## config.mk

```make
export PLATFORM = sky130hd
export DESIGN_NAME = scanline_irq_flat
export DESIGN_NICKNAME = d
export VERILOG_FILES = /design/src/common/mmc5_pkg.sv /design/src/common/mapper_cfg_if.sv /design/src/logic/scanline_irq.sv /design/src/flat_wrapper.sv
export SDC_FILE = /design/constraint.sdc
export NUM_CORES = 1
export LEC_CHECK = 0
export ABC_CLOCK_PERIOD_IN_PS = 1800
export BUFFER_PORTS_ARGS = -buffer_cell sky130_fd_sc_hd__buf_2
export CAP_MARGIN = 30
export CORE_AREA = 2 2 39 41
export CTS_BUF_LIST = sky130_fd_sc_hd__clkbuf_8
export DETAILED_ROUTE_END_ITERATION = 8
export DIE_AREA = 0 0 41 43
export PLACE_DENSITY = 0.41
export SETUP_SLACK_MARGIN = 0.15
export SYNTH_ARGS = -nofsm -noshare
export SYNTH_HDL_FRONTEND = slang
export SYNTH_SLANG_ARGS = --single-unit
export TNS_END_PERCENT = 30
```

## constraint.sdc

```tcl
create_clock -name clk -period 1.8 [get_ports clk]
set_clock_uncertainty 0.2 [all_clocks]
set_input_delay 0.54 -clock clk [delete_from_list [all_inputs] [get_ports clk]]
set_output_delay 0.54 -clock clk [all_outputs]
set_load 0.1 [all_outputs]
```

## src/common/mmc5_pkg.sv

```systemverilog
// MMC5 mapper package with bus widths, address pages and mode encodings
package mmc5_pkg;

	// Cartridge bus widths
	localparam int CPU_ADDR_W = 16;  // CPU address bus
	localparam int DATA_W     = 8;   // CPU data bus
	localparam int PRG_OUT_W  = 22;  // PRG memory address, ROM and RAM together
	localparam int BANK_W     = 8;   // PRG bank register, top bit is ROM select

	// Expansion RAM geometry
	localparam int EXRAM_AW    = 10;
	localparam int EXRAM_DEPTH = 1024;

	// First line the scanline compare can never match
	localparam logic [8:0] VISIBLE_LINES = 9'd240;

	// Value seen on reads that nothing drives
	localparam logic [DATA_W-1:0] OPEN_BUS = 8'hFF;

	// Upper PRG address bits of the save RAM window
	localparam logic [5:0] SAVE_RAM_PAGE = 6'b11_1100;

	// CPU address bits 15:10 of the two mapper pages
	localparam logic [5:0] REG_PAGE   = 6'b01_0100;  // $5000-$53FF
	localparam logic [5:0] EXRAM_PAGE = 6'b01_0111;  // $5C00-$5FFF

	// PRG window layout, $5100 bits 1:0
	typedef enum logic [1:0] {
		PRG_32K    = 2'd0,  // One 32K bank from prg_bank_3
		PRG_16K    = 2'd1,  // Two 16K banks
		PRG_16K_8K = 2'd2,  // 16K at $8000, 8K at $C000 and $E000
		PRG_8K     = 2'd3   // Four 8K banks
	} prg_mode_e;

	// ExRAM usage, $5104 bits 1:0
	typedef enum logic [1:0] {
		EXRAM_NT     = 2'd0,  // Extra nametable
		EXRAM_EXATTR = 2'd1,  // Extended attributes
		EXRAM_RAM    = 2'd2,  // Plain CPU RAM
		EXRAM_ROM    = 2'd3   // CPU RAM, write protected
	} exram_mode_e;

	// Register offsets inside the register page
	typedef enum logic [9:0] {
		REG_PRG_MODE   = 10'h100,
		REG_PROTECT_1  = 10'h102,
		REG_PROTECT_2  = 10'h103,
		REG_EXRAM_MODE = 10'h104,
		REG_RAM_BANK   = 10'h113,
		REG_PRG_BANK_0 = 10'h114,
		REG_PRG_BANK_1 = 10'h115,
		REG_PRG_BANK_2 = 10'h116,
		REG_PRG_BANK_3 = 10'h117,
		REG_IRQ_LINE   = 10'h203,
		REG_IRQ_STATUS = 10'h204,  // Write sets irq_enable, read returns status
		REG_MUL_LO     = 10'h205,
		REG_MUL_HI     = 10'h206
	} reg_addr_e;

endpackage

```

## src/common/mapper_cfg_if.sv

```systemverilog
// Mapper configuration bundle from the register file to the PRG mapper, IRQ unit and ExRAM
`timescale 1ns/1ns

interface mapper_cfg_if import mmc5_pkg::*; ();

	prg_mode_e         prg_mode;
	exram_mode_e       exram_mode;
	logic [2:0]        prg_ram_bank;   // Save RAM bank at $6000
	logic [BANK_W-1:0] prg_bank_0;
	logic [BANK_W-1:0] prg_bank_1;
	logic [BANK_W-1:0] prg_bank_2;
	logic [BANK_W-2:0] prg_bank_3;     // Always ROM, so no select bit
	logic              ram_write_ok;   // Both protect keys in place
	logic [7:0]        irq_line;
	logic              irq_enable;

	modport regs (output prg_mode, exram_mode, prg_ram_bank, prg_bank_0, prg_bank_1,
		prg_bank_2, prg_bank_3, ram_write_ok, irq_line, irq_enable);

	modport prg_map (input prg_mode, prg_ram_bank, prg_bank_0, prg_bank_1, prg_bank_2,
		prg_bank_3, ram_write_ok);

	modport irq (input irq_line, irq_enable);

	modport exram (input exram_mode);

endinterface

```

## src/logic/scanline_irq.sv

```systemverilog
// Scanline IRQ, flags the configured line and clears on a status read or frame end
`timescale 1ns/1ns

module scanline_irq import mmc5_pkg::*; (
	input  logic       clk,
	input  logic       reset,
	input  logic       ce,
	input  logic       ppu_ce,
	input  logic       ppu_in_frame,
	input  logic [8:0] ppu_scanline,
	input  logic       status_read,   // $5204 read acknowledge
	output logic       irq,
	output logic       irq_pending,   // Status bit 7
	mapper_cfg_if.irq  cfg
);

	logic last_line_bit;  // Scanline bit 0 from the previous tick
	logic line_step;      // Scanline changed since last tick
	logic line_match;

	assign line_step = (ppu_scanline[0] != last_line_bit);

	// Line 0 and lines past the visible area never fire
	assign line_match = (cfg.irq_line != 8'd0)
		&& ({1'b0, cfg.irq_line} < VISIBLE_LINES)
		&& (ppu_scanline == {1'b0, cfg.irq_line});

	always_ff @(posedge clk) begin
		if (reset) begin
			last_line_bit <= 1'b0;
			irq_pending   <= 1'b0;
		end else if (ce || ppu_ce) begin
			last_line_bit <= ppu_scanline[0];
			if (status_read || !ppu_in_frame)
				irq_pending <= 1'b0;  // Ack or vblank
			else if (line_step && line_match)
				irq_pending <= 1'b1;
		end
	end

	// Pending stays visible in status even while masked
	assign irq = irq_pending && cfg.irq_enable;

endmodule

```

## src/flat_wrapper.sv

```systemverilog
// flat-port wrapper written by rule: the top's interface ports become plain ports
module scanline_irq_flat import mmc5_pkg::*;
  (clk, reset, ce, ppu_ce, ppu_in_frame, ppu_scanline, status_read, irq, irq_pending, cfg_irq_line, cfg_irq_enable);
  mapper_cfg_if cfg_i ();
  input  logic clk;
  input  logic reset;
  input  logic ce;
  input  logic ppu_ce;
  input  logic ppu_in_frame;
  input  logic [8:0] ppu_scanline;
  input  logic status_read;
  output logic irq;
  output logic irq_pending;
  input wire logic [$bits(cfg_i.irq_line)-1:0] cfg_irq_line;
  input wire logic [$bits(cfg_i.irq_enable)-1:0] cfg_irq_enable;
  assign cfg_i.irq_line = cfg_irq_line;
  assign cfg_i.irq_enable = cfg_irq_enable;
  scanline_irq u_core (.clk(clk), .reset(reset), .ce(ce), .ppu_ce(ppu_ce), .ppu_in_frame(ppu_in_frame), .ppu_scanline(ppu_scanline), .status_read(status_read), .irq(irq), .irq_pending(irq_pending), .cfg(cfg_i));
endmodule
```

==> run metrics <==
outcome completed; GR Util met3 6.283%; vias in the first global route ~280; critical setup path kind input pin to primary output; worst skew pair latency 220 ps; crit path capture type primary output; I/O Pins 26; Final Worst Setup Slack roughly 150 ps; routed wire length 621 um; minimum clock period 1655 ps; Slew Viols, Final 0; Inserted Diodes 0; commonest cells after routing, fill and taps aside buf_2 (22), xor2_1 (5), inv_1 (4); post-synthesis sequential area ratio roughly a fifth; GRT Total Usage about 8.6%; synthesized net count 52; Post-Syn Area 215.2 um2; largest net degree at the start of global routing 5; Die ar. approximately 0.0018 mm2; Worst-Margin Slew 347.4 ps; YS warnings 0; DR WL/cell 8.280 um; gr busiest metal met1; first-pass GRT wire length about 990 um; commonest non-fill, non-tap cell in the layout buf_2; Multi-input gate area 177.7 um2; M1 GR Usage approximately 11%; unrepaired setup endpoints after global routing yes; area leader, netlist xor2_1; fillers between 150 and 200; pwr dens 613.2 mW/mm2; register area ~44 um2; Avg Vias per Cell a little over 4; Initial Util 15.55%; Worst EP arrival 910 ps; share of the synthesized area in the top cell type 20.35%; # DRC 0; Place WS -72.71 ps; initial antenna violation count 0; final setup violating endpoints 0; Yosys reg bits 2; CTS tree done; simple logic cell fraction of the synthesized area around 23%; mux contribution to synthesized area 0%; IO buf count 25; Site Rows 14; Area Growth Syn to Fin 120.3%; Synth area leaders xor2_1 (20%), dfxtp_1 (19%), xnor2_1 (8.1%), a2111oi_2 (7.0%), nor4_1 (5.8%); final net count 84; peak supply drop 0.3924 mV; largest family of logic cells by synthesized area XOR/XNOR gates; core area 0.001384 mm2; count of final hold-check violations 0; syn avg cell area 7.686 um2; Post-Synthesis Cells 28; clock tree buffer depth 2; setup bufs post-CTS 0; clk slew on worst S/H paths 20 ps; root buffer cell clkbuf_8; Max FO, Critical Path 1; first-pass detailed-route iteration total 2; die width 41 um; routability cong. 0.6938; Tightest Hold Check Type flip-flop to flip-flop; Post-DP HPWL 553.4 um; Detail Route Antenna Nets 0; # clock sinks 2; Leak 0.0002186 uW; worst endpoint required time 1060 ps; met2 usage around a tenth; Die Span Y 43 um; via count 307; max_cap viols 0; XOR/XNOR share of the synthesized area 28.49%; layout cells sized above 1 59.32%; starting DRC count in detailed routing 5; Setup crit start kind input pin; Final Cycle Share 91.92%; Synth Area in Compound Gates 25.00%; Remaining Overflow, GRT 0; Worst slew margin 76.63%; Setup Total Neg Slack 0 ps; CTS Buf Count 3; fmax ~600 MHz; synth unique cells 17; Max H-tree Level 1; Post-Synth Adder-Cell Area 0%
## area by class of cell
class	instances	share of cell area (%)
Clock buffer	3	8.707
Clock inverter	1	0.7916
Inverter	3	2.375
Multi-Input combinational cell	23	37.47
Sequential cell	2	9.235
Tap cell	16	4.222
Timing Repair Buffer	27	37.20
## final timing paths
kind	slack, ps	to	start	cells past startpoint
setup / recovery	150	irq	cfg_irq_enable	3
setup reg to reg	380	u_core.irq_pending$_SDFFE_PP0P_	u_core.last_line_bit$_SDFFE_PP0P_	4
hold reg to reg	240	u_core.last_line_bit$_SDFFE_PP0P_	u_core.last_line_bit$_SDFFE_PP0P_	2
hold / removal	240	u_core.last_line_bit$_SDFFE_PP0P_	u_core.last_line_bit$_SDFFE_PP0P_	2
## kinds of logic (layout without fill, tap and decap cells)
logic type             after synthesis  count (layout)
buffers and inverters                3              34
flip-flops                           2               2
AO/OA/AOI/OAI                        7               7
AND/OR/NAND/NOR                      9               9
XOR/XNOR                             7               7
## repair_timing
item	4_1_cts	5_1_grt
hold buffers	0	0
hold endpoints to repair	0	0
setup endpoints to repair	1	2
gates resized for setup	1	2
pin swaps	0	3
## flip-flops by register name, indices dropped and copies added, names as in the netlist
name and flops:
u_core.last_line_bit 1, u_core.irq_pending 1
## synth_stat cells
cell / count
a31oi_1: 1
o211ai_1: 1
nand4_1: 1
nand2_1: 1
nor3_1: 2
a21oi_1: 2
nor2_1: 1
dfxtp_1: 2
xnor2_1: 2
and3_1: 1
inv_1: 3
a2111oi_2: 1
a2111oi_1: 1
and2_1: 1
nor4_1: 2
o21ai_0: 1
xor2_1: 5
## worst max-delay path: stages
cell and delay (ps):
buf_6 90, and2_4 130, buf_12 160
## where the power goes
group | total (uW) | leakage [uW] | internal (uW) | switching [uW]
logic | 62.9 | 0.000175 | 35.6 | 27.3
registers | 45.3 | 0.0000172 | 44.6 | 0.643
clock network | 183 | 0.0000269 | 144 | 38.2
total | 291 | 0.000219 | 225 | 66.1
## routing by layer
layer,vias to the layer above,part of all wire [%]
met5,-,0
met2,15,45
li1,164,-
met1,128,42
met3,0,13
met4,0,0
## through the flow
stage	instance area [um2]	std cells	power, uW	hold WS (ps)	utilization [%]
2_1_floorplan	221.5	28	67.23	225.8	-
3_3_place_gp	411.6	71	105.2	243.7	29.75
3_5_place_dp	411.6	71	105.0	250.0	29.75
4_1_cts	462.9	75	296.1	248.1	33.45
5_1_grt	474.2	75	312.9	264.0	34.27
6_report	474.2	75	290.8	242.9	34.27
Power figures use the tool's default switching activity.
