--- src/common/mmc5_pkg.sv ---
// MMC5 mapper package with bus widths, address pages and mode encodings
package mmc5_pkg;

	// Cartridge bus widths
	localparam int CPU_ADDR_W = 16;  // CPU address bus
	localparam int DATA_W     = 8;   // CPU data bus
	localparam int PRG_OUT_W  = 22;  // PRG memory address, ROM and RAM together
	localparam int BANK_W     = 8;   // PRG bank register, top bit is ROM select

	// Expansion RAM geometry
	localparam int EXRAM_AW    = 10;
	localparam int EXRAM_DEPTH = 1024;

	// First line the scanline compare can never match
	localparam logic [8:0] VISIBLE_LINES = 9'd240;

	// Value seen on reads that nothing drives
	localparam logic [DATA_W-1:0] OPEN_BUS = 8'hFF;

	// Upper PRG address bits of the save RAM window
	localparam logic [5:0] SAVE_RAM_PAGE = 6'b11_1100;

	// CPU address bits 15:10 of the two mapper pages
	localparam logic [5:0] REG_PAGE   = 6'b01_0100;  // $5000-$53FF
	localparam logic [5:0] EXRAM_PAGE = 6'b01_0111;  // $5C00-$5FFF

	// PRG window layout, $5100 bits 1:0
	typedef enum logic [1:0] {
		PRG_32K    = 2'd0,  // One 32K bank from prg_bank_3
		PRG_16K    = 2'd1,  // Two 16K banks
		PRG_16K_8K = 2'd2,  // 16K at $8000, 8K at $C000 and $E000
		PRG_8K     = 2'd3   // Four 8K banks
	} prg_mode_e;

	// ExRAM usage, $5104 bits 1:0
	typedef enum logic [1:0] {
		EXRAM_NT     = 2'd0,  // Extra nametable
		EXRAM_EXATTR = 2'd1,  // Extended attributes
		EXRAM_RAM    = 2'd2,  // Plain CPU RAM
		EXRAM_ROM    = 2'd3   // CPU RAM, write protected
	} exram_mode_e;

	// Register offsets inside the register page
	typedef enum logic [9:0] {
		REG_PRG_MODE   = 10'h100,
		REG_PROTECT_1  = 10'h102,
		REG_PROTECT_2  = 10'h103,
		REG_EXRAM_MODE = 10'h104,
		REG_RAM_BANK   = 10'h113,
		REG_PRG_BANK_0 = 10'h114,
		REG_PRG_BANK_1 = 10'h115,
		REG_PRG_BANK_2 = 10'h116,
		REG_PRG_BANK_3 = 10'h117,
		REG_IRQ_LINE   = 10'h203,
		REG_IRQ_STATUS = 10'h204,  // Write sets irq_enable, read returns status
		REG_MUL_LO     = 10'h205,
		REG_MUL_HI     = 10'h206
	} reg_addr_e;

endpackage

--- src/common/mapper_cfg_if.sv ---
// Mapper configuration bundle from the register file to the PRG mapper, IRQ unit and ExRAM
`timescale 1ns/1ns

interface mapper_cfg_if import mmc5_pkg::*; ();

	prg_mode_e         prg_mode;
	exram_mode_e       exram_mode;
	logic [2:0]        prg_ram_bank;   // Save RAM bank at $6000
	logic [BANK_W-1:0] prg_bank_0;
	logic [BANK_W-1:0] prg_bank_1;
	logic [BANK_W-1:0] prg_bank_2;
	logic [BANK_W-2:0] prg_bank_3;     // Always ROM, so no select bit
	logic              ram_write_ok;   // Both protect keys in place
	logic [7:0]        irq_line;
	logic              irq_enable;

	modport regs (output prg_mode, exram_mode, prg_ram_bank, prg_bank_0, prg_bank_1,
		prg_bank_2, prg_bank_3, ram_write_ok, irq_line, irq_enable);

	modport prg_map (input prg_mode, prg_ram_bank, prg_bank_0, prg_bank_1, prg_bank_2,
		prg_bank_3, ram_write_ok);

	modport irq (input irq_line, irq_enable);

	modport exram (input exram_mode);

endinterface

--- src/prg/prg_bank_map.sv ---
// PRG bank mapper, turns the CPU address into a ROM or RAM address and decides write access
`timescale 1ns/1ns

module prg_bank_map import mmc5_pkg::*; (
	input  logic [CPU_ADDR_W-1:0] prg_ain,
	input  logic                  prg_write,
	output logic [PRG_OUT_W-1:0]  prg_aout,
	output logic                  prg_allow,  // Cartridge memory may take this access
	mapper_cfg_if.prg_map         cfg
);

	logic [BANK_W-1:0] bank;      // Selected 8K bank, bit 7 set means ROM
	logic              rom_bank;
	logic              in_window; // $6000-$FFFF

	always_comb begin
		bank = {5'b0_0000, cfg.prg_ram_bank};  // $6000-$7FFF save RAM
		if (prg_ain[15]) begin
			case (cfg.prg_mode)
				PRG_32K:
					bank = {1'b1, cfg.prg_bank_3[6:2], prg_ain[14:13]};
				PRG_16K: begin
					if (prg_ain[14])
						bank = {1'b1, cfg.prg_bank_3[6:1], prg_ain[13]};  // $C000
					else
						bank = {cfg.prg_bank_1[7:1], prg_ain[13]};        // $8000
				end
				PRG_16K_8K: begin
					if (!prg_ain[14])
						bank = {cfg.prg_bank_1[7:1], prg_ain[13]};
					else if (!prg_ain[13])
						bank = cfg.prg_bank_2;                            // $C000 8K
					else
						bank = {1'b1, cfg.prg_bank_3};                    // $E000 8K
				end
				PRG_8K: begin
					case (prg_ain[14:13])
						2'd0:    bank = cfg.prg_bank_0;
						2'd1:    bank = cfg.prg_bank_1;
						2'd2:    bank = cfg.prg_bank_2;
						default: bank = {1'b1, cfg.prg_bank_3};
					endcase
				end
				default: bank = {1'b1, cfg.prg_bank_3};
			endcase
		end
	end

	assign rom_bank = bank[BANK_W-1];

	// ROM lands low, RAM banks go to the save RAM page
	assign prg_aout = rom_bank ? {2'b00, bank[BANK_W-2:0], prg_ain[12:0]}
	                           : {SAVE_RAM_PAGE, bank[2:0], prg_ain[12:0]};

	assign in_window = prg_ain[15] || (prg_ain[14] && prg_ain[13]);

	// Reads always pass, writes need a RAM bank and both keys
	assign prg_allow = in_window && (!prg_write || (!rom_bank && cfg.ram_write_ok));

endmodule

--- src/flat_wrapper.sv ---
// flat-port wrapper written by rule: the top's interface ports become plain ports
module prg_bank_map_flat import mmc5_pkg::*;
  (prg_ain, prg_write, prg_aout, prg_allow, cfg_prg_mode, cfg_prg_ram_bank, cfg_prg_bank_0, cfg_prg_bank_1, cfg_prg_bank_2, cfg_prg_bank_3, cfg_ram_write_ok);
  mapper_cfg_if cfg_i ();
  input  logic [CPU_ADDR_W-1:0] prg_ain;
  input  logic prg_write;
  output logic [PRG_OUT_W-1:0] prg_aout;
  output logic prg_allow;
  input wire logic [$bits(cfg_i.prg_mode)-1:0] cfg_prg_mode;
  input wire logic [$bits(cfg_i.prg_ram_bank)-1:0] cfg_prg_ram_bank;
  input wire logic [$bits(cfg_i.prg_bank_0)-1:0] cfg_prg_bank_0;
  input wire logic [$bits(cfg_i.prg_bank_1)-1:0] cfg_prg_bank_1;
  input wire logic [$bits(cfg_i.prg_bank_2)-1:0] cfg_prg_bank_2;
  input wire logic [$bits(cfg_i.prg_bank_3)-1:0] cfg_prg_bank_3;
  input wire logic [$bits(cfg_i.ram_write_ok)-1:0] cfg_ram_write_ok;
  assign cfg_i.prg_mode = cfg_prg_mode;
  assign cfg_i.prg_ram_bank = cfg_prg_ram_bank;
  assign cfg_i.prg_bank_0 = cfg_prg_bank_0;
  assign cfg_i.prg_bank_1 = cfg_prg_bank_1;
  assign cfg_i.prg_bank_2 = cfg_prg_bank_2;
  assign cfg_i.prg_bank_3 = cfg_prg_bank_3;
  assign cfg_i.ram_write_ok = cfg_ram_write_ok;
  prg_bank_map u_core (.prg_ain(prg_ain), .prg_write(prg_write), .prg_aout(prg_aout), .prg_allow(prg_allow), .cfg(cfg_i));
endmodule
--- config.mk ---
export PLATFORM = sky130hd
export DESIGN_NAME = prg_bank_map_flat
export DESIGN_NICKNAME = d
export VERILOG_FILES = /design/src/common/mmc5_pkg.sv /design/src/common/mapper_cfg_if.sv /design/src/prg/prg_bank_map.sv /design/src/flat_wrapper.sv
export SDC_FILE = /design/constraint.sdc
export NUM_CORES = 1
export LEC_CHECK = 0
export CORE_AREA = 2 2 39 41
export DETAILED_ROUTE_END_ITERATION = 10
export DIE_AREA = 0 0 41 43
export DONT_BUFFER_PORTS = 1
export MAX_ROUTING_LAYER = met4
export PLACE_DENSITY = 0.68
export SETUP_SLACK_MARGIN = 0.4
export SYNTH_ARGS = -nofsm -noshare
export SYNTH_HDL_FRONTEND = slang
export SYNTH_SLANG_ARGS = --single-unit
--- constraint.sdc ---
create_clock -name vclk -period 3
set_input_delay 0.75 -clock vclk [all_inputs]
set_output_delay 0.75 -clock vclk [all_outputs]
set_load 0.02 [all_outputs]
==> impl_metrics.json <==
{
  "portBuffers": 0,
  "drive_gt1_share_pct": 5.634,
  "multi_input_area_um2": 452.9,
  "drt-pass1-iter-count": 4,
  "hpwl_um": 1333,
  "worstHoldStart": "prg_ain[5]",
  "ys_warn_count": 0,
  "synth_area_leaders": "buf_4 19%, a21oi_1 7.3%, mux2i_1 6.5%, nand2_1 5.5%, nor4bb_1 4.9%",
  "dp_cells": 87,
  "grt_use_total_pct": 18.01,
  "power.density_nw_per_um2": 149.3,
  "first_iter_violations": 14,
  "synth_top_family_by_area": "compound AO/OA/AOI/OAI gates",
  "synth_compound_area_share_pct": 38.87,
  "drc_errors": 0,
  "die_w_um": 41,
  "wl_per_cell_um": 18.97,
  "instances_no_fill": 87,
  "min_period_over_period_pct": 84.86,
  "seq_area_frac_synth_pct": 0,
  "hold_class": "input port to output pin",
  "synth_xor_area_share_pct": 1.417,
  "antenna_found_initial": 0,
  "vias_per_cell": 6.862,
  "seq_area_um2": 0,
  "yosys.area_share.simple_pct": 24.29,
  "grt_pass1_vias": 518,
  "clkbuf_count": 0,
  "grt_pass1_wl_um": 2270,
  "n_sequential_cell": 0,
  "rsz0062_at_grt": "no",
  "hold_violations": 0,
  "overflow": 0,
  "rows": 14,
  "worstPathMaxFanout": 15,
  "max_clock_freq_mhz": 392.8,
  "die_y_um": 43,
  "area_delta_synth_final_pct": -19.23,
  "synthMuxAreaShare_pct": 6.478,
  "drv_cap": 0,
  "setup_tns_ps": 0,
  "core_um2": 1384,
  "gp_congestion": 0.8185,
  "synth_top_area_share_pct": 19.43,
  "cts_setup_buffers": 0,
  "yosys-top-cells-count": "16 x buf_4, 9 x a21oi_1, 9 x nand2_1, 5 x buf_2, 5 x inv_1",
  "holdBufCountCts": 0,
  "drt-total-wl_um": 1650,
  "status": "completed",
  "worstSetupPathType": "input port to output pin",
  "fillerInstances": 151,
  "io_pins": 77,
  "critPathRequiredTime_ps": 2250,
  "synth_most_common_cell": "buf_4",
  "maxSlewViolCount": 0,
  "ys_types": 35,
  "startpoint_type": "input port",
  "die_area_um2": 1763,
  "antenna_left": 0,
  "leakage_nw": 0.1766,
  "critPathLaunch": "cfg_prg_mode[1]",
  "num_vias": 597,
  "netlist_instances": 93,
  "yosys.area.top_type": "buf_4",
  "worst_pin_slew_ps": 590.3,
  "synth.cell_area_um2": 618.1,
  "synth_adder_area_share_pct": 0,
  "num_antenna_cells": 0,
  "synth_fp_nets": 147,
  "nets": 127,
  "cp-end-kind": "output pin",
  "syn_area_per_cell_um2": 6.646,
  "vdd_drop_max_uv": 64.64,
  "grt_max_degree": 27,
  "start_util_pct": 44.67,
  "finalCriticalPeriod_ps": 2546,
  "arrival_ps": 1800,
  "slew_headroom_pct": 61.35,
  "setup_viol": 0
}
==> critical path: stages <==
cell and delay, ps:
nor2b_4 220, nand2_1 170, o221ai_4 360, o2bb2ai_1 300
==> repair_timing <==
item / 4_1_cts / 5_1_grt
gates resized for setup: 0 / 1
endpoints found under the setup margin: 0 / 3
endpoints found under the hold margin: 0 / 0
==> cells in the final DEF (no fill, tap or decap), types with 2 or more instances in the layout <==
cell	netlist	layout
nor2_1	4	4
inv_1	5	5
nor4bb_1	3	3
mux2i_1	4	4
o21ai_0	3	3
a31oi_1	4	4
a2bb2oi_1	2	2
nand2_1	9	9
a21oi_1	9	9
o22ai_1	3	3
nor3_1	2	2
o221ai_1	2	2
==> stage by stage <==
step	power [mW]	cell area [um2]	hold WS [ps]	utilization, %	worst slack [ps]
floorplan	0.1059	629.4	1613	-	435.7
global placement	0.07321	496.7	1500	35.90	447.1
detailed placement	0.07434	496.7	1500	35.90	440.8
CTS	0.07452	496.7	1500	35.90	441.2
global route	0.08102	499.2	1500	36.08	407.8
finish	0.07456	499.2	1500	36.08	454.1
==> cell type report <==
cell class / instances / share of cell area [%]
multi-input combinational: 65 / 90.73
timing repair buffer: 1 / 1.504
inverter: 5 / 3.759
tap: 16 / 4.010
==> power breakdown <==
| part | switching [mW] | internal, mW |
|---|---|---|
| sequential | 0 | 0 |
| clock | 0 | 0 |
| combinational | 0.0425 | 0.0320 |
==> path summary, 6_finish.rpt <==
check                 slack, ps           to  cells past startpoint
worst min-delay path       1500  prg_aout[5]                      0
worst max-delay path        450    prg_allow                      4
==> kinds of logic after synthesis <==
family	after synthesis
AOI/OAI and AO/OA	34
and+or+nand+nor	26
xor gates and xnor gates	1
buffers and inverters	28
muxes	4
==> metal layers <==
metal / vias up / track usage, % / wire length (um)
li1: 285 / - / -
met1: 272 / 23.73 / 648
met2: 38 / 27.81 / 785
met3: 2 / 4.188 / 210
met4: 0 / 2.667 / 5
met5: - / - / 0
Power figures use the tool's default switching activity.
