File: config.mk
export PLATFORM = sky130hd
export DESIGN_NAME = mmc5_regs_flat
export DESIGN_NICKNAME = d
export VERILOG_FILES = /design/src/common/mmc5_pkg.sv /design/src/common/mapper_cfg_if.sv /design/src/logic/mmc5_regs.sv /design/src/flat_wrapper.sv
export SDC_FILE = /design/constraint.sdc
export NUM_CORES = 1
export LEC_CHECK = 0
export BUFFER_PORTS_ARGS = -buffer_cell sky130_fd_sc_hd__buf_4
export CAP_MARGIN = 10
export CORE_ASPECT_RATIO = 0.9
export CORE_UTILIZATION = 50
export DETAILED_ROUTE_END_ITERATION = 8
export MAX_ROUTING_LAYER = met4
export PLACE_DENSITY = 0.72
export REMOVE_ABC_BUFFERS = 1
export SYNTH_ARGS = -nofsm -noshare
export SYNTH_HDL_FRONTEND = slang
export SYNTH_SLANG_ARGS = --single-unit
File: constraint.sdc
create_clock -name clk -period 10.4 [get_ports clk]
set_input_delay 2.08 -clock clk [delete_from_list [all_inputs] [get_ports clk]]
set_output_delay 2.08 -clock clk [all_outputs]
set_load 0.05 [all_outputs]
File: src/common/mmc5_pkg.sv
// MMC5 mapper package with bus widths, address pages and mode encodings
package mmc5_pkg;

	// Cartridge bus widths
	localparam int CPU_ADDR_W = 16;  // CPU address bus
	localparam int DATA_W     = 8;   // CPU data bus
	localparam int PRG_OUT_W  = 22;  // PRG memory address, ROM and RAM together
	localparam int BANK_W     = 8;   // PRG bank register, top bit is ROM select

	// Expansion RAM geometry
	localparam int EXRAM_AW    = 10;
	localparam int EXRAM_DEPTH = 1024;

	// First line the scanline compare can never match
	localparam logic [8:0] VISIBLE_LINES = 9'd240;

	// Value seen on reads that nothing drives
	localparam logic [DATA_W-1:0] OPEN_BUS = 8'hFF;

	// Upper PRG address bits of the save RAM window
	localparam logic [5:0] SAVE_RAM_PAGE = 6'b11_1100;

	// CPU address bits 15:10 of the two mapper pages
	localparam logic [5:0] REG_PAGE   = 6'b01_0100;  // $5000-$53FF
	localparam logic [5:0] EXRAM_PAGE = 6'b01_0111;  // $5C00-$5FFF

	// PRG window layout, $5100 bits 1:0
	typedef enum logic [1:0] {
		PRG_32K    = 2'd0,  // One 32K bank from prg_bank_3
		PRG_16K    = 2'd1,  // Two 16K banks
		PRG_16K_8K = 2'd2,  // 16K at $8000, 8K at $C000 and $E000
		PRG_8K     = 2'd3   // Four 8K banks
	} prg_mode_e;

	// ExRAM usage, $5104 bits 1:0
	typedef enum logic [1:0] {
		EXRAM_NT     = 2'd0,  // Extra nametable
		EXRAM_EXATTR = 2'd1,  // Extended attributes
		EXRAM_RAM    = 2'd2,  // Plain CPU RAM
		EXRAM_ROM    = 2'd3   // CPU RAM, write protected
	} exram_mode_e;

	// Register offsets inside the register page
	typedef enum logic [9:0] {
		REG_PRG_MODE   = 10'h100,
		REG_PROTECT_1  = 10'h102,
		REG_PROTECT_2  = 10'h103,
		REG_EXRAM_MODE = 10'h104,
		REG_RAM_BANK   = 10'h113,
		REG_PRG_BANK_0 = 10'h114,
		REG_PRG_BANK_1 = 10'h115,
		REG_PRG_BANK_2 = 10'h116,
		REG_PRG_BANK_3 = 10'h117,
		REG_IRQ_LINE   = 10'h203,
		REG_IRQ_STATUS = 10'h204,  // Write sets irq_enable, read returns status
		REG_MUL_LO     = 10'h205,
		REG_MUL_HI     = 10'h206
	} reg_addr_e;

endpackage

File: src/common/mapper_cfg_if.sv
// Mapper configuration bundle from the register file to the PRG mapper, IRQ unit and ExRAM
`timescale 1ns/1ns

interface mapper_cfg_if import mmc5_pkg::*; ();

	prg_mode_e         prg_mode;
	exram_mode_e       exram_mode;
	logic [2:0]        prg_ram_bank;   // Save RAM bank at $6000
	logic [BANK_W-1:0] prg_bank_0;
	logic [BANK_W-1:0] prg_bank_1;
	logic [BANK_W-1:0] prg_bank_2;
	logic [BANK_W-2:0] prg_bank_3;     // Always ROM, so no select bit
	logic              ram_write_ok;   // Both protect keys in place
	logic [7:0]        irq_line;
	logic              irq_enable;

	modport regs (output prg_mode, exram_mode, prg_ram_bank, prg_bank_0, prg_bank_1,
		prg_bank_2, prg_bank_3, ram_write_ok, irq_line, irq_enable);

	modport prg_map (input prg_mode, prg_ram_bank, prg_bank_0, prg_bank_1, prg_bank_2,
		prg_bank_3, ram_write_ok);

	modport irq (input irq_line, irq_enable);

	modport exram (input exram_mode);

endinterface

File: src/logic/mmc5_regs.sv
// MMC5 register file, takes CPU writes at $5100-$5206, multiplies and muxes read data
`timescale 1ns/1ns

module mmc5_regs import mmc5_pkg::*; (
	input  logic                  clk,
	input  logic                  reset,
	input  logic                  ce,
	input  logic [CPU_ADDR_W-1:0] prg_ain,
	input  logic [DATA_W-1:0]     prg_din,
	input  logic                  prg_read,
	input  logic                  prg_write,
	input  logic                  ppu_in_frame,
	input  logic [DATA_W-1:0]     ram_rdata,    // Registered ExRAM byte
	input  logic                  ram_hit,
	input  logic                  irq_pending,
	output logic [DATA_W-1:0]     prg_dout,
	output logic                  status_read,  // One clk, clears irq_pending
	mapper_cfg_if.regs            cfg
);

	prg_mode_e         prg_mode;
	exram_mode_e       exram_mode;
	logic              protect_1;    // Key 1 holds %10
	logic              protect_2;    // Key 2 holds %01
	logic [2:0]        prg_ram_bank;
	logic [BANK_W-1:0] prg_bank_0;
	logic [BANK_W-1:0] prg_bank_1;
	logic [BANK_W-1:0] prg_bank_2;
	logic [BANK_W-2:0] prg_bank_3;
	logic [7:0]        irq_line;
	logic              irq_enable;
	logic [DATA_W-1:0] mul_a;
	logic [DATA_W-1:0] mul_b;
	logic [2*DATA_W-1:0] product;

	logic reg_page;  // Address falls in $5000-$53FF
	logic reg_wr;

	assign reg_page = (prg_ain[15:10] == REG_PAGE);
	assign reg_wr   = ce && prg_write && reg_page;

	always_ff @(posedge clk) begin
		if (reset) begin
			prg_mode     <= PRG_8K;         // Boot vector reachable from $E000
			exram_mode   <= EXRAM_NT;
			protect_1    <= 1'b0;
			protect_2    <= 1'b0;
			prg_ram_bank <= '0;
			prg_bank_0   <= '0;
			prg_bank_1   <= '0;
			prg_bank_2   <= '0;
			prg_bank_3   <= 7'h7F;          // Last ROM bank
			irq_line     <= '0;
			irq_enable   <= 1'b0;
			mul_a        <= '0;
			mul_b        <= '0;
		end else if (reg_wr) begin
			case (prg_ain[9:0])
				REG_PRG_MODE:   prg_mode <= prg_mode_e'(prg_din[1:0]);
				REG_PROTECT_1:  protect_1 <= (prg_din[1:0] == 2'b10);
				REG_PROTECT_2:  protect_2 <= (prg_din[1:0] == 2'b01);
				REG_EXRAM_MODE: exram_mode <= exram_mode_e'(prg_din[1:0]);
				REG_RAM_BANK:   prg_ram_bank <= prg_din[2:0];
				REG_PRG_BANK_0: prg_bank_0 <= prg_din;
				REG_PRG_BANK_1: prg_bank_1 <= prg_din;
				REG_PRG_BANK_2: prg_bank_2 <= prg_din;
				REG_PRG_BANK_3: prg_bank_3 <= prg_din[6:0];  // ROM select forced later
				REG_IRQ_LINE:   irq_line <= prg_din;
				REG_IRQ_STATUS: irq_enable <= prg_din[7];
				REG_MUL_LO:     mul_a <= prg_din;
				REG_MUL_HI:     mul_b <= prg_din;
				default: ;  // CHR, mirroring and split registers not kept
			endcase
		end
	end

	assign product = mul_a * mul_b;  // Unsigned 8x8

	// Configuration out to the consumers
	assign cfg.prg_mode     = prg_mode;
	assign cfg.exram_mode   = exram_mode;
	assign cfg.prg_ram_bank = prg_ram_bank;
	assign cfg.prg_bank_0   = prg_bank_0;
	assign cfg.prg_bank_1   = prg_bank_1;
	assign cfg.prg_bank_2   = prg_bank_2;
	assign cfg.prg_bank_3   = prg_bank_3;
	assign cfg.ram_write_ok = protect_1 && protect_2;
	assign cfg.irq_line     = irq_line;
	assign cfg.irq_enable   = irq_enable;

	// Only decode of $5204 for reads
	assign status_read = ce && prg_read && reg_page && (prg_ain[9:0] == REG_IRQ_STATUS);

	// CPU read mux
	always_comb begin
		prg_dout = OPEN_BUS;
		if (ram_hit)
			prg_dout = ram_rdata;
		else if (reg_page) begin
			case (prg_ain[9:0])
				REG_IRQ_STATUS: prg_dout = {irq_pending, ppu_in_frame, 6'b11_1111};
				REG_MUL_LO:     prg_dout = product[DATA_W-1:0];
				REG_MUL_HI:     prg_dout = product[2*DATA_W-1:DATA_W];
				default:        prg_dout = OPEN_BUS;
			endcase
		end
	end

endmodule

File: src/flat_wrapper.sv
// flat-port wrapper written by rule: the top's interface ports become plain ports
module mmc5_regs_flat import mmc5_pkg::*;
  (clk, reset, ce, prg_ain, prg_din, prg_read, prg_write, ppu_in_frame, ram_rdata, ram_hit, irq_pending, prg_dout, status_read, cfg_prg_mode, cfg_exram_mode, cfg_prg_ram_bank, cfg_prg_bank_0, cfg_prg_bank_1, cfg_prg_bank_2, cfg_prg_bank_3, cfg_ram_write_ok, cfg_irq_line, cfg_irq_enable);
  mapper_cfg_if cfg_i ();
  input  logic clk;
  input  logic reset;
  input  logic ce;
  input  logic [CPU_ADDR_W-1:0] prg_ain;
  input  logic [DATA_W-1:0] prg_din;
  input  logic prg_read;
  input  logic prg_write;
  input  logic ppu_in_frame;
  input  logic [DATA_W-1:0] ram_rdata;
  input  logic ram_hit;
  input  logic irq_pending;
  output logic [DATA_W-1:0] prg_dout;
  output logic status_read;
  output wire logic [$bits(cfg_i.prg_mode)-1:0] cfg_prg_mode;
  output wire logic [$bits(cfg_i.exram_mode)-1:0] cfg_exram_mode;
  output wire logic [$bits(cfg_i.prg_ram_bank)-1:0] cfg_prg_ram_bank;
  output wire logic [$bits(cfg_i.prg_bank_0)-1:0] cfg_prg_bank_0;
  output wire logic [$bits(cfg_i.prg_bank_1)-1:0] cfg_prg_bank_1;
  output wire logic [$bits(cfg_i.prg_bank_2)-1:0] cfg_prg_bank_2;
  output wire logic [$bits(cfg_i.prg_bank_3)-1:0] cfg_prg_bank_3;
  output wire logic [$bits(cfg_i.ram_write_ok)-1:0] cfg_ram_write_ok;
  output wire logic [$bits(cfg_i.irq_line)-1:0] cfg_irq_line;
  output wire logic [$bits(cfg_i.irq_enable)-1:0] cfg_irq_enable;
  assign cfg_prg_mode = cfg_i.prg_mode;
  assign cfg_exram_mode = cfg_i.exram_mode;
  assign cfg_prg_ram_bank = cfg_i.prg_ram_bank;
  assign cfg_prg_bank_0 = cfg_i.prg_bank_0;
  assign cfg_prg_bank_1 = cfg_i.prg_bank_1;
  assign cfg_prg_bank_2 = cfg_i.prg_bank_2;
  assign cfg_prg_bank_3 = cfg_i.prg_bank_3;
  assign cfg_ram_write_ok = cfg_i.ram_write_ok;
  assign cfg_irq_line = cfg_i.irq_line;
  assign cfg_irq_enable = cfg_i.irq_enable;
  mmc5_regs u_core (.clk(clk), .reset(reset), .ce(ce), .prg_ain(prg_ain), .prg_din(prg_din), .prg_read(prg_read), .prg_write(prg_write), .ppu_in_frame(ppu_in_frame), .ram_rdata(ram_rdata), .ram_hit(ram_hit), .irq_pending(irq_pending), .prg_dout(prg_dout), .status_read(status_read), .cfg(cfg_i));
endmodule
==> impl_metrics.yaml, run 1 <==
clocking:
  hold_buffers: 0
  path_clk_slew_ns: 0.08
  clk_latency_ns: 0.34
  cts_buffer_depth: 2
  cts_tree: "built"
  cts_root_buffer: "clkbuf_8"
  cts_made_buffers: 9
  post_cts_buffers: 0
  h-tree-depth: 3
  ctsResizeCount: 0
  clock_sinks: 65
sta:
  slew_headroom_pct: 47.50
  clock.fmax_mhz: 134.0
  hold_violations: 0
  rsz0062_at_grt: "false"
  setup_violations: 0
  tightest_slew_ns: 0.7817
  slew_viol_final: 0
  timing.final.crit_share_pct: 71.75
  fin_crit_ns: 7.462
  final.setup.worst_slack_ns: 2.938
  finalClockSkew_ns: 0
  setup-tns-final_ns: 0
worst_setup_path:
  critPathArrivalTime_ns: 5.38
  required_ns: 8.32
  cp-start-kind: "flip-flop"
  cp-end-kind: "output port"
  worstPathMaxFanout: 9
  path_class: "flip-flop to output port"
placed_design:
  dp_worst_setup_slack_ns: 3.341
  dp_hpwl_um: 8984
  place_area_sq_um: 5624
  dp_cells: 744
  gp_congestion: 0.8458
  portBuffers: 96
power_and_ir_drop:
  leakage_nw: 2.994
  irDropWorstVdd_mv: 0.1109
  p_per_area_nw_per_um2: 86.38
  finalPower_mw: 0.5030
detailed_routing:
  route.detailed.vias_per_inst: 5.266
  routed_wirelength_um: 11360
  via_count: 4002
  drt.antenna.violating_nets: 0
  routedWlPerCell_um: 14.95
  first_iter_violations: 186
  post-route-drc-count: 0
  firstDrtPassIters: 5
cells_and_area:
  mostFrequentLayoutCell: "buf_4"
  multiInputGateArea_sq_um: 3202
  nFillCells: 828
  num-nets-final: 745
  final_cell_mix: "buf_4, nor2_1, inv_1, dfxtp_1, and2_1"
  fin_area_sq_um: 5823
  layout.area.seq_sq_um: 1301
  area_growth_syn_to_layout_pct: 20.29
  drive_gt1_share_pct: 19.75
  antenna_cells: 0
  fin_cells: 760
global_route:
  grt_use_total_pct: 24.02
  grt_pass1_vias: 3958
  grt_overflow: 0
  grt_max_degree: 66
  grt_first_pass_wirelength_um: 18400
  antenna_found_initial: 0
die:
  core_sq_um: 9249
  initial_core_util_pct: 52.34
  dieArea_sq_um: 10080
  die_w_um: 105.7
  io_pins: 97
  die_h_um: 95.35
  rows: 33
yosys:
  netlist_instances: 542
  yosysTopAreaCell: "dfxtp_1"
  synth_edf_count: 0
  ys.flop_type: "dfxtp_1"
  async_reset_ff_share_pct: 0
  synthDominantCellAreaShare_pct: 26.88
  syn-cell-area_sq_um: 4841
  synth_seq_area_share_pct: 26.88
  synth.ff_latch_count: 65
  ys_types: 55
  yosysWarnings: 0
  syn_area_per_cell_sq_um: 8.932
  synth_area_leaders: "dfxtp_1, fa_1, mux2i_1"
hold_path:
  hold_path.class: "flip-flop to flip-flop"
run:
  maxCapViolCount: 0
status:
  status: "completed"
## sequential cells by signal, summed over array words and instances (netlist names)
| register | count |
|---|---|
| u_core.protect_1 | 1 |
| u_core.cfg.prg_bank_0 | 8 |
| u_core.mul_a | 8 |
| u_core.cfg.prg_bank_3 | 7 |
| u_core.cfg.prg_ram_bank | 3 |
| u_core.cfg.prg_bank_1 | 8 |
| u_core.cfg.irq_enable | 1 |
| u_core.cfg.exram_mode | 2 |
| u_core.mul_b | 8 |
| u_core.cfg.prg_bank_2 | 8 |
| u_core.cfg.irq_line | 8 |
| u_core.cfg.prg_mode | 2 |
| u_core.protect_2 | 1 |
## layout make-up
class                      count  share of cell area [%]
timing repair buffer          96                   12.38
tap                          122                   2.621
clock inverter                 7                   1.289
inverter                      66                   4.254
sequential                    65                   22.35
multi-input combinational    395                   54.98
clock buffer                   9                   2.127
## routing by layer
| layer | track usage, % | routed length [um] | part of all wire (%) | up-vias |
|---|---|---|---|---|
| met3 | 3.964 | 560 | 4.9 | 9 |
| met4 | 6.829 | 127 | 1.1 | 0 |
| met5 | - | 0 | 0 | - |
| met1 | 29.63 | 5133 | 45 | 1928 |
| met2 | 40.96 | 5540 | 49 | 97 |
| li1 | - | - | - | 1968 |
## through the flow
step,util [%],hold slack (ns)
global placement,60.81,0.4386
detailed placement,60.81,0.4499
floorplan,-,0.4212
finish,62.96,0.4618
CTS,62.96,0.4613
global route,62.96,0.4832
## report_power, final
| part | internal, mW | total (mW) | leakage (nW) | switching (mW) |
|---|---|---|---|---|
| clock network | 0.113 | 0.217 | 0.104 | 0.105 |
| logic | 0.0150 | 0.0371 | 2.37 | 0.0221 |
| registers | 0.249 | 0.249 | 0.524 | 0.00000107 |
| total | 0.376 | 0.503 | 2.99 | 0.127 |
## final timing paths
| path | endpoint | cells past startpoint | slack (ns) | start |
|---|---|---|---|---|
| max | prg_dout[3] | 16 | 2.94 | u_core.mul_b[7] |
| min | u_core.cfg.prg_bank_2[0] | 2 | 0.46 | u_core.cfg.prg_bank_2[0] |
| max reg2reg | u_core.mul_a[7] | 2 | 9.57 | u_core.mul_a[7] |
| min reg2reg | u_core.cfg.prg_bank_2[0] | 2 | 0.46 | u_core.cfg.prg_bank_2[0] |
## cells in the mapped netlist (4+ instances only)
| master | number |
|---|---|
| nor2_1 | 71 |
| inv_1 | 66 |
| dfxtp_1 | 65 |
| and2_1 | 52 |
| mux2i_1 | 46 |
| nand2_1 | 41 |
| fa_1 | 36 |
| ha_1 | 36 |
| a21oi_1 | 15 |
| nand3_1 | 14 |
| clkbuf_1 | 11 |
| a211o_1 | 10 |
| a32oi_1 | 7 |
| o21ai_0 | 6 |
| nor3_1 | 5 |
| xnor2_1 | 5 |
| nor2b_1 | 4 |
## logic make-up after synthesis
logic type               synth area share [%]
adder cells (fa/ha/maj)                 24.19
AND/OR/NAND/NOR                         23.26
multiplexers                            9.511
buffers and inverters                   6.979
AO/OA/AOI/OAI                           7.909
flip-flops                              26.88
XOR/XNOR                                1.267
## worst max-delay path, cell delays in order (launching register included)
cell and delay [ns]:
dfxtp_1 0.48, nand2_1 0.13, fa_1 0.53, fa_1 0.55
inv_1 0.05, fa_1 0.53, inv_1 0.06, fa_1 0.54
inv_1 0.04, ha_1 0.33, a21oi_1 0.28, o21ai_0 0.17
a2111oi_0 0.61, o31a_1 0.21, o21ai_0 0.07, a32oi_1 0.22
buf_4 0.22
No activity file was read; power rests on OpenSTA's default activity.
==> run 2: changes to the inputs <==
Clock period 10.4 ns to 7.8 ns, I/O delays scaled along.
==> run 2 against run 1 <==
Against the previous run:
- first-iteration DRC count shrank 22%
- routed wire length grew 0.83%
- non-clock buffer count is the same
- via count grew 0.40%
- hold slack gained 0.0061 ns
- die area is the same
==> impl_metrics.yaml, run 2 (same netlist as run 1, synthesis figures left out) <==
sta:
  hold_violations: 0
  setup_violations: 0
  setup-tns-final_ns: 0
  clock.fmax_mhz: 144.6
  finalClockSkew_ns: 0
  rsz0062_at_grt: "false"
  fin_crit_ns: 6.917
  slew_headroom_pct: 44.82
  tightest_slew_ns: 0.8216
  timing.final.crit_share_pct: 88.68
  slew_viol_final: 0
die:
  core_sq_um: 9249
  initial_core_util_pct: 52.34
  io_pins: 97
  die_w_um: 105.7
  die_h_um: 95.35
  rows: 33
  dieArea_sq_um: 10080
placed_design:
  gp_congestion: 0.8481
  dp_cells: 744
  dp_hpwl_um: 9070
  portBuffers: 96
run:
  maxCapViolCount: 0
worst_setup_path:
  cp-end-kind: "output port"
  r2r-end: "u_core.mul_a[7]"
  rr_startpoint: "u_core.mul_a[7]"
  cp-start-kind: "flip-flop"
  reg2reg_depth: 2
  path_class: "flip-flop to output port"
  worstPathMaxFanout: 9
  required_ns: 6.24
  critPathArrivalTime_ns: 5.36
  r2r_setup_slack_ns: 6.96
detailed_routing:
  routed_wirelength_um: 11460
  routedWlPerCell_um: 15.07
  via_count: 4018
  drt.antenna.violating_nets: 0
  route.detailed.vias_per_inst: 5.287
  firstDrtPassIters: 4
  first_iter_violations: 145
  post-route-drc-count: 0
hold_path:
  hold_path.class: "flip-flop to flip-flop"
  min_path_cells: 1
  hold_end: "u_core.cfg.prg_bank_3[2]"
  hold_path_startpoint: "u_core.cfg.prg_bank_3[2]"
cells_and_area:
  drive_gt1_share_pct: 19.59
  final_cell_mix: "buf_4, nor2_1, inv_1, dfxtp_1, and2_1"
  nFillCells: 803
  antenna_cells: 0
  num-nets-final: 745
  fin_util_pct: 63.43
  fin_cells: 760
  area_growth_syn_to_layout_pct: 21.19
  mostFrequentLayoutCell: "buf_4"
global_route:
  grt_first_pass_wirelength_um: 18780
  grt_max_degree: 66
  antenna_found_initial: 0
  grt_overflow: 0
  grt_use_total_pct: 24.51
  grt_pass1_vias: 4033
clocking:
  cts_tree: "built"
  hold_buffers: 0
  clk_latency_ns: 0.33
  cts_buffer_depth: 2
  cts_root_buffer: "clkbuf_8"
  ctsResizeCount: 0
  clock_sinks: 65
  path_clk_slew_ns: 0.07
  h-tree-depth: 3
  cts_made_buffers: 9
  post_cts_buffers: 0
power_and_ir_drop:
  p_seq_share_pct: 45.5
  switching_share_pct: 22.32
  finalPower_mw: 0.7281
  p_switching_mw: 0.1625
  leakage_nw: 3.007
  irDropWorstVdd_mv: 0.1389
  pwr-share-comb_pct: 6.7
  p_int_mw: 0.5656
  p_per_area_nw_per_um2: 124.1
  clkPwrFrac_pct: 47.7
status:
  status: "completed"
## run 2: cell types whose count changed in the layout (fill, tap and decap cells not counted), sizes merged
cell / before / now
bufinv: 1 / 3
clkinv: 3 / 1
inv: 69 / 67
clkbuf: 9 / 10
clkinvlp: 0 / 1
## run 2: worst max path at each step
stage,startpoint,to,slack [ns],cells after the start
finish,u_core.mul_b[7],prg_dout[3],0.88,16
global route,u_core.mul_b[7],prg_dout[3],0.53,16
CTS,u_core.mul_b[7],prg_dout[3],0.91,16
detailed placement,u_core.mul_b[7],prg_dout[3],1.27,16
global placement,u_core.mul_b[7],prg_dout[3],1.43,16
floorplan,u_core.mul_b[7],prg_dout[3],1.22,15
## run 2: power by group through the flow
| stage | sequential [mW] | clock [mW] | combinational (mW) |
|---|---|---|---|
| after detailed placement | 0.339 | 0 | 0.0491 |
| after global routing | 0.331 | 0.364 | 0.0525 |
| final | 0.332 | 0.347 | 0.0491 |
| after global placement | 0.339 | 0 | 0.0486 |
| after CTS | 0.332 | 0.352 | 0.0492 |
| after floorplan | 0.339 | 0 | 0.0175 |
## run 2: layer usage
metal	GRT usage [%]	part of all wire, %	up-vias
met2	41.83	49	87
met5	-	0	-
met3	3.759	4.4	15
met1	29.74	45	1946
met4	8.681	1.7	0
li1	-	-	1970
## run 2: critical path, cell delays in order, from the launching register on
cell and delay (ns):
dfxtp_1 0.46, nand2_1 0.12, fa_1 0.53, fa_1 0.55, inv_1 0.05, fa_1 0.53
inv_1 0.05, fa_1 0.54, inv_1 0.04, ha_1 0.33, a21oi_1 0.26, o21ai_0 0.17
a2111oi_0 0.62, o31a_1 0.22, o21ai_0 0.08, a32oi_1 0.23, buf_4 0.23
## run 2: final cells by class
| type | count | area (sq um) | area share, % |
|---|---|---|---|
| clock buffers | 10 | 127.6 | 2.175 |
| clock inverters | 6 | 115.1 | 1.962 |
| inverters | 66 | 247.7 | 4.223 |
| multi-input cells | 395 | 3202 | 54.57 |
| flip-flops and latches | 65 | 1301 | 22.18 |
| well taps | 122 | 152.6 | 2.602 |
| repair buffers | 96 | 720.7 | 12.28 |
## run 2: stage by stage
step | hold slack (ns) | instance area, sq um | setup WS [ns]
final | 0.4679 | 5867 | 0.8833
after detailed placement | 0.4506 | 5624 | 1.269
after global routing | 0.4873 | 5867 | 0.5318
after global placement | 0.4387 | 5624 | 1.425
after CTS | 0.4695 | 5867 | 0.9076
after floorplan | 0.4212 | 4751 | 1.221
==> run 3: changes to the inputs <==
Settings changed: GPL_TIMING_DRIVEN from default to 0, PLACE_DENSITY 0.72 to 0.74.
==> run 3 against run 2 <==
Against the previous run:
- cell area shrank 0.66%
- final cell count is the same
- die area is the same
- non-clock buffer count is the same
- setup slack lost 0.11 ns
- flip-flop and latch count is the same
==> impl_metrics.yaml, run 3 (same netlist as run 1, synthesis figures left out) <==
status:
  status: "completed"
placed_design:
  place_area_sq_um: 5624
  portBuffers: 96
  gp_congestion: 0.8819
  dp_hpwl_um: 8620
global_route:
  grt_use_total_pct: 23.72
  grt_max_degree: 66
  grt_pass1_vias: 4004
  grt_first_pass_wirelength_um: 18500
  antenna_found_initial: 0
  grt_overflow: 0
clocking:
  cts_tree: "built"
  cts_root_buffer: "clkbuf_8"
  clock_sinks: 65
  cts_made_buffers: 9
  post_cts_buffers: 0
  clk_latency_ns: 0.34
  path_clk_slew_ns: 0.07
  ctsResizeCount: 0
  h-tree-depth: 3
  cts_buffer_depth: 2
  hold_buffers: 0
die:
  die_w_um: 105.7
  die_h_um: 95.35
  initial_core_util_pct: 52.34
  core_sq_um: 9249
  rows: 33
  dieArea_sq_um: 10080
  io_pins: 97
power_and_ir_drop:
  irDropWorstVdd_mv: 0.1738
  p_per_area_nw_per_um2: 114.7
  finalPower_mw: 0.6683
  leakage_nw: 2.996
worst_setup_path:
  required_ns: 6.24
  r2r-end: "u_core.mul_a[1]"
  r2r_setup_slack_ns: 6.94
  worstPathMaxFanout: 9
  crit_top_cell: "fa_1"
  critPathMaxStageDelay_ns: 0.58
  cp_top_family: "adder cells"
  crit_path_cell_trace: "nand2_1, fa_1, fa_1, inv_1, fa_1, inv_1, fa_1, inv_1, ha_1, a21oi_1, o21ai_0, a2111oi_0, o31a_1, o21ai_0, a32oi_1, buf_4"
  cp_slowest_cell: "a2111oi_0"
  reg2reg_depth: 2
  cp-start-kind: "flip-flop"
  crit_buf_inv: 4
  rr_startpoint: "u_core.mul_a[1]"
  critPathArrivalTime_ns: 5.47
  path_class: "flip-flop to output port"
  cp-end-kind: "output port"
detailed_routing:
  first_iter_violations: 156
  drt.antenna.violating_nets: 0
  post-route-drc-count: 0
  routed_wirelength_um: 11030
  routedWlPerCell_um: 14.51
  via_count: 4028
  route.detailed.vias_per_inst: 5.300
  firstDrtPassIters: 5
cells_and_area:
  antenna_cells: 0
  fin_area_sq_um: 5828
  fin_util_pct: 63.01
  drive_gt1_share_pct: 19.75
  final_cell_mix: "buf_4, nor2_1, inv_1, dfxtp_1, and2_1"
  area_growth_syn_to_layout_pct: 20.39
  mostFrequentLayoutCell: "buf_4"
  num-nets-final: 745
sta:
  tightest_slew_ns: 0.7634
  fin_crit_ns: 7.025
  slew_viol_final: 0
  hold_violations: 0
  timing.final.crit_share_pct: 90.06
  clock.fmax_mhz: 142.3
  setup_violations: 0
  finalClockSkew_ns: 0
  hold_ws_ns: 0.4592
  setup-tns-final_ns: 0
  slew_headroom_pct: 48.73
  rsz0062_at_grt: "false"
hold_path:
  hold_end: "u_core.cfg.prg_bank_1[0]"
  hold_path_startpoint: "u_core.cfg.prg_bank_1[0]"
  min_path_cells: 2
  hold_path.class: "flip-flop to flip-flop"
run:
  maxCapViolCount: 0
[run 3: cell count changes in the layout (fill, tap and decap cells not counted)]
cell / delta
clkbuf_1: -1
clkinvlp_4: -1
bufinv_16: -2
clkinv_4: +1
clkinv_2: +2
clkbuf_8: +1
[run 3: worst max-delay path by stage]
stage	slack, ns	startpoint	cells past startpoint	end
floorplan	1.22	u_core.mul_b[7]	15	prg_dout[3]
global placement	1.19	u_core.mul_a[0]	16	prg_dout[3]
detailed placement	1.10	u_core.mul_a[1]	16	prg_dout[3]
CTS	0.73	u_core.mul_a[1]	16	prg_dout[3]
global route	0.44	u_core.mul_a[1]	16	prg_dout[3]
finish	0.77	u_core.mul_a[0]	16	prg_dout[3]
[run 3: worst reg2reg max path: stages, from the launching register on]
cell     delay (ns)
dfxtp_1        0.58
mux2i_1        0.13
nor2_1         0.10
[run 3: power by group]
part,internal (mW),switching [mW],leakage [nW]
clock network,0.157,0.130,0.107
registers,0.332,0.00000164,0.524
logic,0.0200,0.0290,2.37
[run 3: metal layers]
layer / track usage (%) / up-vias / routed length (um)
met5: - / - / 0
met4: 7.639 / 0 / 127
met3: 3.486 / 15 / 570
met2: 41.12 / 95 / 5489
met1: 28.68 / 1950 / 4843
li1: - / 1968 / -
[run 3: final cells by class]
class	count	area, sq um
fill	809	3421
multi-input combinational	395	3202
sequential	65	1301
timing repair buffer	96	720.7
inverter	66	247.7
tap	122	152.6
clock buffer	10	137.6
clock inverter	6	66.31
[run 3: through the flow]
stage                     std cells  setup WS, ns
after floorplan                 526         1.221
after global placement          744         1.195
after detailed placement        744         1.102
after CTS                       760        0.7313
after global routing            760        0.4377
final                           760        0.7750
